**config.mk**
```make
export PLATFORM = sky130hd
export DESIGN_NAME = fillscreen
export DESIGN_NICKNAME = d
export VERILOG_FILES = /design/src/common/vga_pkg.sv /design/src/common/fill_pkg.sv /design/src/hw/fill_cmd_decode.sv /design/src/hw/fillscreen/pixel_scanner.sv /design/src/hw/pixel_colour_unit.sv /design/src/hw/fillscreen.sv
export VERILOG_INCLUDE_DIRS = /design/src /design/src/common
export SDC_FILE = /design/constraint.sdc
export NUM_CORES = 1
export LEC_CHECK = 0
export ABC_AREA = 1
export BUFFER_PORTS_ARGS = -buffer_cell sky130_fd_sc_hd__buf_4
export CORE_ASPECT_RATIO = 0.7
export CORE_MARGIN = 8
export CORE_UTILIZATION = 30
export CTS_BUF_LIST = sky130_fd_sc_hd__clkbuf_16
export CTS_CLUSTER_DIAMETER = 60
export DETAILED_ROUTE_END_ITERATION = 10
export PLACE_DENSITY_LB_ADDON = 0.1
export SETUP_SLACK_MARGIN = 0.15
export SLEW_MARGIN = 5
export SYNTH_ARGS = -nofsm -noshare
export SYNTH_HDL_FRONTEND = slang
export SYNTH_SLANG_ARGS = --single-unit
```
**constraint.sdc**
```tcl
create_clock -name clk -period 1.37 [get_ports clk]
set_clock_uncertainty 0.05 [all_clocks]
set_input_delay 0.274 -clock clk [delete_from_list [all_inputs] [get_ports clk]]
set_output_delay 0.274 -clock clk [all_outputs]
set_load 0.05 [all_outputs]
```
**src/common/vga_config.svh**
```systemverilog
`ifndef VGA_CONFIG_SVH
`define VGA_CONFIG_SVH

// Frame buffer geometry

// Visible pixels per row
`define VGA_WIDTH  160

// Visible rows per frame
`define VGA_HEIGHT 120

// Bits per pixel in the frame buffer
`define COLOUR_W   3

`endif

```
**src/common/vga_pkg.sv**
```systemverilog
`include "vga_config.svh"

package vga_pkg;

    // Coordinate widths sized to the frame
    localparam int X_W = $clog2(`VGA_WIDTH);
    localparam int Y_W = $clog2(`VGA_HEIGHT);

    // Column index, 0 to width - 1
    typedef logic [X_W-1:0] coord_x_t;

    // Row index, 0 to height - 1
    typedef logic [Y_W-1:0] coord_y_t;

    // One frame buffer pixel
    typedef logic [`COLOUR_W-1:0] colour_t;

endpackage

```
**src/common/fill_pkg.sv**
```systemverilog
package fill_pkg;

    // Pattern selected by the fill command
    typedef enum logic [1:0] {
        FILL_SOLID    = 2'd0,
        FILL_COLUMNS  = 2'd1,
        FILL_ROWS     = 2'd2,
        FILL_DIAGONAL = 2'd3
    } fill_mode_e;

    // Frame walk states
    typedef enum logic [1:0] {
        SCAN_IDLE = 2'd0,
        SCAN_DRAW = 2'd1,
        SCAN_DONE = 2'd2
    } scan_state_e;

endpackage

```
**src/hw/fill_cmd_decode.sv**
```systemverilog
module fill_cmd_decode
    import vga_pkg::*;
    import fill_pkg::*;
(
    input  logic       clk,
    input  logic       rst_n,
    input  logic       start,
    input  colour_t    colour,
    input  fill_mode_e mode,
    input  logic       scan_done,
    output colour_t    cmd_colour,
    output fill_mode_e cmd_mode,
    output logic       launch,
    output logic       busy
);

    logic start_q;
    logic scan_done_q;
    logic accept;
    logic pass_end;

    // --------------------------------------------------
    // Edge detection
    // --------------------------------------------------

    // A start held across a whole pass must not fire again
    assign accept   = start && !start_q && !busy;
    assign pass_end = scan_done && !scan_done_q;

    always_ff @(posedge clk or negedge rst_n) begin
        if (!rst_n) begin
            start_q     <= 1'b0;
            scan_done_q <= 1'b0;
        end else begin
            start_q     <= start;
            scan_done_q <= scan_done;
        end
    end

    // --------------------------------------------------
    // Busy flag and launch pulse
    // --------------------------------------------------

    always_ff @(posedge clk or negedge rst_n) begin
        if (!rst_n) begin
            busy   <= 1'b0;
            launch <= 1'b0;
        end else begin
            launch <= accept;
            if (accept) begin
                busy <= 1'b1;
            end else if (pass_end) begin
                busy <= 1'b0;
            end
        end
    end

    // Command held for the whole pass
    always_ff @(posedge clk) begin
        if (accept) begin
            cmd_colour <= colour;
            cmd_mode   <= mode;
        end
    end

    // One pass per accepted start
    launch_single_cycle: assert property (
        @(posedge clk) disable iff (!rst_n) launch |=> !launch
    );

endmodule

```
**src/hw/fillscreen/pixel_scanner.sv**
```systemverilog
`include "vga_config.svh"

module pixel_scanner
    import vga_pkg::*;
    import fill_pkg::*;
(
    input  logic     clk,
    input  logic     rst_n,
    input  logic     launch,
    output coord_x_t pix_x,
    output coord_y_t pix_y,
    output logic     pix_valid,
    output logic     scan_done
);

    localparam coord_x_t X_LAST = coord_x_t'(`VGA_WIDTH - 1);
    localparam coord_y_t Y_LAST = coord_y_t'(`VGA_HEIGHT - 1);

    scan_state_e state;

    logic last_row;
    logic last_col;

    assign last_row = (pix_y == Y_LAST);
    assign last_col = (pix_x == X_LAST);

    // --------------------------------------------------
    // Walk FSM
    // --------------------------------------------------

    always_ff @(posedge clk or negedge rst_n) begin
        if (!rst_n) begin
            state     <= SCAN_IDLE;
            pix_valid <= 1'b0;
            scan_done <= 1'b0;
        end else if (launch) begin
            // Restart from the origin in any state
            state     <= SCAN_DRAW;
            pix_valid <= 1'b1;
            scan_done <= 1'b0;
        end else begin
            case (state)
                SCAN_DRAW: begin
                    if (last_row && last_col) begin
                        state     <= SCAN_DONE;
                        pix_valid <= 1'b0;
                        scan_done <= 1'b1;
                    end
                end
                SCAN_DONE: begin
                    scan_done <= 1'b1;
                end
                default: begin
                    state     <= SCAN_IDLE;
                    pix_valid <= 1'b0;
                    scan_done <= 1'b0;
                end
            endcase
        end
    end

    // --------------------------------------------------
    // Coordinate counters
    // --------------------------------------------------

    // y is the inner loop, x steps when y wraps
    always_ff @(posedge clk or negedge rst_n) begin
        if (!rst_n) begin
            pix_x <= '0;
            pix_y <= '0;
        end else if (launch) begin
            pix_x <= '0;
            pix_y <= '0;
        end else if (state == SCAN_DRAW) begin
            if (last_row) begin
                pix_y <= '0;
                if (!last_col) begin
                    pix_x <= pix_x + 1'b1;
                end
            end else begin
                pix_y <= pix_y + 1'b1;
            end
        end
    end

    // --------------------------------------------------
    // Checks
    // --------------------------------------------------

    x_in_frame: assert property (
        @(posedge clk) disable iff (!rst_n) pix_valid |-> (pix_x < `VGA_WIDTH)
    );

    y_in_frame: assert property (
        @(posedge clk) disable iff (!rst_n) pix_valid |-> (pix_y < `VGA_HEIGHT)
    );

    // Flags are separate flops so they could drift apart
    done_excludes_valid: assert property (
        @(posedge clk) disable iff (!rst_n) !(scan_done && pix_valid)
    );

endmodule

```
**src/hw/pixel_colour_unit.sv**
```systemverilog
module pixel_colour_unit
    import vga_pkg::*;
    import fill_pkg::*;
(
    input  logic       clk,
    input  logic       rst_n,
    input  coord_x_t   pix_x,
    input  coord_y_t   pix_y,
    input  logic       pix_valid,
    input  colour_t    cmd_colour,
    input  fill_mode_e cmd_mode,
    output coord_x_t   vga_x,
    output coord_y_t   vga_y,
    output colour_t    vga_colour,
    output logic       vga_plot
);

    colour_t diag_colour;
    colour_t pix_colour;

    // --------------------------------------------------
    // Pattern select
    // --------------------------------------------------

    // Low bits only, so the sum wraps mod 8 by itself
    assign diag_colour = colour_t'(pix_x) + colour_t'(pix_y);

    always_comb begin
        case (cmd_mode)
            FILL_SOLID:    pix_colour = cmd_colour;
            FILL_COLUMNS:  pix_colour = colour_t'(pix_x);
            FILL_ROWS:     pix_colour = colour_t'(pix_y);
            FILL_DIAGONAL: pix_colour = diag_colour;
            default:       pix_colour = cmd_colour;
        endcase
    end

    // --------------------------------------------------
    // VGA output registers
    // --------------------------------------------------

    always_ff @(posedge clk or negedge rst_n) begin
        if (!rst_n) begin
            vga_plot <= 1'b0;
        end else begin
            vga_plot <= pix_valid;
        end
    end

    // Pixel payload
    always_ff @(posedge clk) begin
        vga_x      <= pix_x;
        vga_y      <= pix_y;
        vga_colour <= pix_colour;
    end

endmodule

```
**src/hw/fillscreen.sv**
```systemverilog
module fillscreen
    import vga_pkg::*;
    import fill_pkg::*;
(
    input  logic       clk,
    input  logic       rst_n,
    input  logic       start,
    input  colour_t    colour,
    input  fill_mode_e mode,
    output logic       done,
    output coord_x_t   vga_x,
    output coord_y_t   vga_y,
    output colour_t    vga_colour,
    output logic       vga_plot
);

    colour_t    cmd_colour;
    fill_mode_e cmd_mode;
    logic       launch;
    logic       busy;
    coord_x_t   pix_x;
    coord_y_t   pix_y;
    logic       pix_valid;
    logic       scan_done;

    fill_cmd_decode cmd_i (
        .clk        (clk),
        .rst_n      (rst_n),
        .start      (start),
        .colour     (colour),
        .mode       (mode),
        .scan_done  (scan_done),
        .cmd_colour (cmd_colour),
        .cmd_mode   (cmd_mode),
        .launch     (launch),
        .busy       (busy)
    );

    pixel_scanner scan_i (
        .clk       (clk),
        .rst_n     (rst_n),
        .launch    (launch),
        .pix_x     (pix_x),
        .pix_y     (pix_y),
        .pix_valid (pix_valid),
        .scan_done (scan_done)
    );

    pixel_colour_unit colour_i (
        .clk        (clk),
        .rst_n      (rst_n),
        .pix_x      (pix_x),
        .pix_y      (pix_y),
        .pix_valid  (pix_valid),
        .cmd_colour (cmd_colour),
        .cmd_mode   (cmd_mode),
        .vga_x      (vga_x),
        .vga_y      (vga_y),
        .vga_colour (vga_colour),
        .vga_plot   (vga_plot)
    );

    // Matches the output register stage of the colour unit
    always_ff @(posedge clk or negedge rst_n) begin
        if (!rst_n) begin
            done <= 1'b0;
        end else begin
            done <= scan_done;
        end
    end

    // Decoder is idle again by the time done rises
    done_while_idle: assert property (
        @(posedge clk) disable iff (!rst_n) $rose(done) |-> !busy
    );

endmodule

```
==> flow_summary.yaml, run 1 <==
power:
  power_frac_seq_pct: 39.6
  power.share.clock_pct: 31.1
  worst_ir_drop_vdd_v: 0.000608
  p_int_mw: 2.91
  p_sw_share_pct: 31.2
  p_total_mw: 4.23
  p_leak_nw: 1.39
  p_comb_share_pct: 29.3
  power_density_mw_per_mm2: 1460
  p_switching_mw: 1.32
timing:
  rsz0062_at_grt: "true"
  fin_setup_tns_ns: -0.0389
  setup-violations-final: 3
  fin_ws_ns: -0.0222
  timing_hold_violations_final: 0
  worst_pin_slew_ns: 0.302
  whs_ns: 0.0587
  slew_headroom_pct: 79.8
  timing.final.crit_share_pct: 102
  fin_crit_ns: 1.39
  finalMaxSlewViolations: 0
  timing.fmax_mhz: 718
grt:
  grt_max_degree: 24
  grt_pass1_vias: 1544
  antenna_found_initial: 0
  grt_first_pass_wirelength_mm: 7.65
  grt_remaining_overflow: 0
  grtUsageTotal_pct: 10.0
place:
  placedCellCount: 339
  gp_congestion: 0.781
  pre_cts_ws_ns: -0.0528
  dp_hpwl_mm: 3.25
  io_buffer_count: 27
floorplan:
  core_sq_mm: 0.00628
  die_w_um: 113
  start_util_pct: 31.2
  dieArea_sq_mm: 0.00942
  die_h_um: 83.6
  row_count: 24
  ios: 28
outcome:
  status: "finished with violations"
  violations: "negative setup slack"
drt:
  drc: 0
  num_vias: 1600
  ant_nets: 0
  wl_per_cell_um: 12.8
  viasPerCell: 4.49
  first_pass_iters: 4
  drt_iter0_drc: 47
  drt-total-wl_mm: 4.54
clock_network:
  clk_path_buf_depth: 2
  clk_latency_ns: 0.28
  cts_tree: "yes"
  htreeDepth: 2
  cts_made_buffers: 5
  clkTransAtPathRegs_ns: 0.06
  root_buffer: "clkbuf_16"
  clock_sink_count: 46
job:
  cap_viol_max_count: 0
yosys:
  ys_seq_area_share_pct: 55.4
  synth_top_cell_area_share_pct: 29.4
  netlist_area_sq_mm: 0.00196
  ys_ff_latch: 46
  syn_area_per_cell_sq_um: 9.20
  yosys_warnings: 0
  syn_nets: 227
  syn_inst: 213
  yosys.area.top_type: "dfrtp_1"
  synth_area_leaders: "dfrtp_1 29%, dfxtp_1 18%, nand2_1 9.6%, edfxtp_1 7.7%, nand3_1 6.4%"
  synth.distinct_cells: 29
layout:
  final_nets: 291
  multiInputGateArea_sq_um: 962
  most-common-layout-cells: "52 x buf_4, 37 x nand2_1, 20 x nand3_1"
  final_common_cell: "buf_4"
  drive_gt1_share_pct: 45.3
  seqCellArea_sq_mm: 0.00109
  fillers: 610
  diodes: 0
  fin_cells: 356
  area_growth_pct: 48.2
setup_path:
  crit_chain: "ha_2 > fa_2 > inv_2 > nand2_2 > nand3_2 > nand4_1"
  arrival_ns: 1.50
  slowest_delay_ns: 0.43
  critPathLaunchType: "flop"
  worstSetupPathType: "reg2reg"
  cp-end-kind: "flop"
  worstPathRequired_ns: 1.48
  cp_slowest_cell: "dfrtp_1"
  crit_path_max_fanout: 4
hold_path:
  hp-class: "in2reg"
-- worst max-delay path: cells and delay by family (launching register included) --
| family | cells | cell delay, ns |
|---|---|---|
| flops | 1 | 0.43 |
| buf+inv | 1 | 0.06 |
| fa+ha+maj | 2 | 0.55 |
| simple gates | 3 | 0.17 |
-- path summary, 6_finish.rpt --
kind / startpoint / endpoint / slack [ns] / cells past startpoint
min in group asynchronous: rst_n / scan_i.pix_x[5] / 0.38 / 2
worst max-delay path: scan_i.pix_x[0] / colour_i.vga_colour[2] / -0.02 / 6
worst min-delay path: start / cmd_i.start_q / 0.06 / 1
worst min register to register: scan_i.scan_done / cmd_i.scan_done_q / 0.33 / 0
max in group asynchronous: rst_n / scan_i.pix_y[1] / 0.63 / 2
worst max register to register: scan_i.pix_x[0] / colour_i.vga_colour[2] / -0.02 / 6
-- Yosys cell counts (all sizes together) --
| cell | count |
|---|---|
| a22o | 1 |
| buf | 4 |
| dfrtp | 23 |
| dfxtp | 18 |
| edfxtp | 5 |
| fa | 1 |
| ha | 5 |
| inv | 25 |
| nand2 | 57 |
| nand3 | 28 |
| nand4 | 5 |
| nor2 | 20 |
| nor3 | 4 |
| o21ai | 11 |
| o22ai | 1 |
| o31ai | 1 |
| xnor2 | 1 |
| xor2 | 3 |
-- flip-flops by register name (all words and copies together) (netlist names) --
name and cells:
colour_i.vga_x 8, scan_i.pix_x 8, colour_i.vga_y 7, scan_i.pix_y 7, cmd_i.cmd_colour 3, colour_i.vga_colour 3
cmd_i.cmd_mode 2, scan_i.state 2, cmd_i.busy 1, cmd_i.launch 1, cmd_i.scan_done_q 1, cmd_i.start_q 1
colour_i.vga_plot 1, scan_i.scan_done 1
-- through the flow --
step	area, sq um	util (%)
global placement	2470	39.3
CTS	2730	43.5
global route	2910	46.3
detailed placement	2470	39.3
finish	2910	46.3
floorplan	2000	-
-- kinds of logic after synthesis --
group	Yosys count	share of synthesized area [%]
simple gates	114	28.3
flops	46	55.4
buf+inv	29	6.38
compound gates	14	3.96
fa+ha+maj	6	4.21
xor+xnor	4	1.79
-- cell type report --
type / count / share of cell area, %
flip-flops and latches: 46 / 37.6
multi-input cells: 139 / 33.1
inverters: 25 / 3.57
repair buffers: 60 / 16.8
clock inverters: 3 / 1.29
clock buffers: 5 / 4.31
well taps: 78 / 3.36
-- routing by layer --
metal | part of all wire, % | global-route usage, % | up-vias
met2 | 42 | 13.2 | 31
met3 | 5.2 | 3.18 | 4
li1 | - | - | 824
met5 | 0 | 0 | -
met1 | 52 | 14.5 | 741
met4 | 1.0 | 4.02 | 0
-- repair_timing --
action,CTS,global route
hold endpoints to repair,23,0
pin swaps,10,24
setup buffers,2,5
gates resized for setup,18,42
hold buffers,1,0
cloned,1,0
endpoints found under the setup margin,20,20
-- power groups by stage --
stage / clock (mW) / sequential (mW) / combinational, mW
after floorplan: 0 / 1.93 / 0.359
after global placement: 0 / 1.68 / 1.03
after detailed placement: 0 / 1.68 / 1.03
after CTS: 1.37 / 1.67 / 1.13
after global routing: 1.43 / 1.70 / 1.33
final: 1.32 / 1.67 / 1.24
No activity file was read; power rests on OpenSTA's default activity.
==> run 2, diff against run 1 <==
--- a/config.mk
+++ b/config.mk
@@ -8,9 +8,9 @@
 export LEC_CHECK = 0
 export ABC_AREA = 1
 export BUFFER_PORTS_ARGS = -buffer_cell sky130_fd_sc_hd__buf_4
-export CORE_ASPECT_RATIO = 0.7
+export CORE_ASPECT_RATIO = 1.1
 export CORE_MARGIN = 8
-export CORE_UTILIZATION = 30
+export CORE_UTILIZATION = 40
 export CTS_BUF_LIST = sky130_fd_sc_hd__clkbuf_16
 export CTS_CLUSTER_DIAMETER = 60
 export DETAILED_ROUTE_END_ITERATION = 10
==> run 2 against run 1 <==
  * The run still ends with negative setup slack left
  * Routed wire length shrank 5.8%
  * Final cell count shrank 6.7%
  * First-iteration DRC count grew 4.3%
  * Register-to-register slack is essentially flat
  * Final area shrank 2.3%
  * Combinational power shrank 6%
  * Critical endpoint unchanged
  * Clock power is essentially flat
  * Hold slack gained 0.0024 ns
  * Clock-buffer cell count is the same
  * Highest routed layer unchanged
  * Critical path depth is the same
==> flow_summary.yaml, run 2 (synthesis results as in run 1) <==
outcome:
  status: "finished with violations"
  violations: "negative setup slack"
timing:
  timing_hold_violations_final: 0
  fin_ws_ns: -0.0105
  worst_pin_slew_ns: 0.300
  timing.final.crit_share_pct: 101
  slew_headroom_pct: 80.0
  whs_ns: 0.0611
  rsz0062_at_grt: "true"
  fin_crit_ns: 1.38
  finalMaxSlewViolations: 0
  timing.fmax_mhz: 724
  setup-violations-final: 2
clock_network:
  cts_made_buffers: 5
  clock_sink_count: 46
  clk_path_buf_depth: 2
  root_buffer: "clkbuf_16"
  htreeDepth: 2
  cts_tree: "yes"
  clkTransAtPathRegs_ns: 0.06
  clk_latency_ns: 0.28
floorplan:
  dieArea_sq_mm: 0.00740
  die_h_um: 89.4
  core_sq_mm: 0.00468
  ios: 28
  die_w_um: 82.8
  start_util_pct: 41.9
  row_count: 26
hold_path:
  hp-class: "in2reg"
drt:
  viasPerCell: 4.74
  drt_iter0_drc: 49
  first_pass_iters: 4
  wl_per_cell_um: 12.9
  wl_met2_mm: 2.18
  drc: 0
  ant_nets: 0
  drt-total-wl_mm: 4.28
  wl_met3_um: 210
  wirelength_met1_mm: 1.82
  maxUsedRoutingLayer: "met4"
  num_vias: 1573
job:
  cap_viol_max_count: 0
grt:
  grt_max_degree: 24
  antenna_found_initial: 0
  grt_first_pass_wirelength_mm: 7.08
  grt_remaining_overflow: 0
  grtUsageTotal_pct: 12.4
  grt_pass1_vias: 1610
place:
  place_area_sq_mm: 0.00241
  gp_congestion: 0.786
  pre_cts_ws_ns: -0.0508
  dp_hpwl_mm: 3.08
  io_buffer_count: 27
layout:
  final_common_cell: "buf_4"
  area_growth_pct: 44.7
  final_nets: 289
  final_cell_area_sq_mm: 0.00284
  drive_gt1_share_pct: 40.9
  diodes: 0
  most-common-layout-cells: "52 x buf_4, 45 x nand2_1, 21 x nand3_1"
  top_regs: "colour_i.vga_x: 8 flops, scan_i.pix_x: 8 flops"
power:
  worst_ir_drop_vdd_v: 0.000743
  power_density_mw_per_mm2: 1460
  p_leak_nw: 1.38
setup_path:
  cp_slowest_cell: "dfrtp_2"
  crit_chain: "ha_4 > fa_2 > inv_2 > nand2_1 > nand3_1 > nand4_1"
  arrival_ns: 1.49
  critPathLaunchType: "flop"
  crit_path_max_fanout: 4
  rrSetupSlack_ns: -0.01
  worstPathRequired_ns: 1.48
  cp-end-kind: "flop"
  slowest_delay_ns: 0.45
  worstSetupPathType: "reg2reg"
## run 2: changes by cell type in the layout (fill, tap and decap cells not counted), sizes merged
| cell | before | now |
|---|---|---|
| buf | 59 | 57 |
## run 2: layout make-up
cell class	instances	area (sq um)
clock buffers	5	125
clock inverters	3	37.5
fillers	404	1850
inverters	25	101
multi-input cells	139	956
flip-flops and latches	46	1090
well taps	56	70.1
repair buffers	58	457
## run 2: power breakdown
part	switching, mW	total, mW	internal [mW]	leakage, nW
sequential	0.136	1.68	1.55	0.498
combinational	0.687	1.16	0.477	0.795
clock	0.454	1.30	0.846	0.0864
## run 2: through the flow
| step | power [mW] | setup TNS [ns] | instances | util (%) |
|---|---|---|---|---|
| 2_1_floorplan | 2.29 | 0 | 213 | - |
| 3_3_place_gp | 2.65 | -0.0730 | 315 | 51.5 |
| 3_5_place_dp | 2.66 | -0.402 | 315 | 51.5 |
| 4_1_cts | 4.11 | -0.189 | 330 | 57.2 |
| 5_1_grt | 4.36 | -0.847 | 332 | 60.6 |
| 6_report | 4.15 | -0.0139 | 332 | 60.6 |
## run 2: worst paths after layout
path / startpoint / end / cells after the start
hold reg to reg: scan_i.scan_done / cmd_i.scan_done_q / 0
setup / recovery: scan_i.pix_x[0] / colour_i.vga_colour[2] / 6
hold / removal: start / cmd_i.start_q / 1
max in group asynchronous: rst_n / scan_i.pix_y[1] / 2
setup reg to reg: scan_i.pix_x[0] / colour_i.vga_colour[2] / 6
min in group asynchronous: rst_n / scan_i.state[0] / 2
## run 2: critical path, delay by kind of cell, from the launching register on
| family | cells | cell delay, ns |
|---|---|---|
| adders and majority gates | 2 | 0.52 |
| buffers and inverters | 1 | 0.06 |
| DFF | 1 | 0.45 |
| and+or+nand+nor | 3 | 0.20 |
## run 2: routing by layer
metal	GRT usage [%]	vias up
li1	-	813
met1	14.8	730
met2	20.4	23
met3	3.52	7
met4	5.02	0
met5	0	-
## run 2: timing repair
action                                  4_1_cts  5_1_grt
hold buffers                                  1        0
endpoints found under the hold margin        23        0
pin swaps                                    12       20
setup buffers                                 5        2
cloned                                        1        0
endpoints found under the setup margin       20       20
gates resized for setup                      15       34
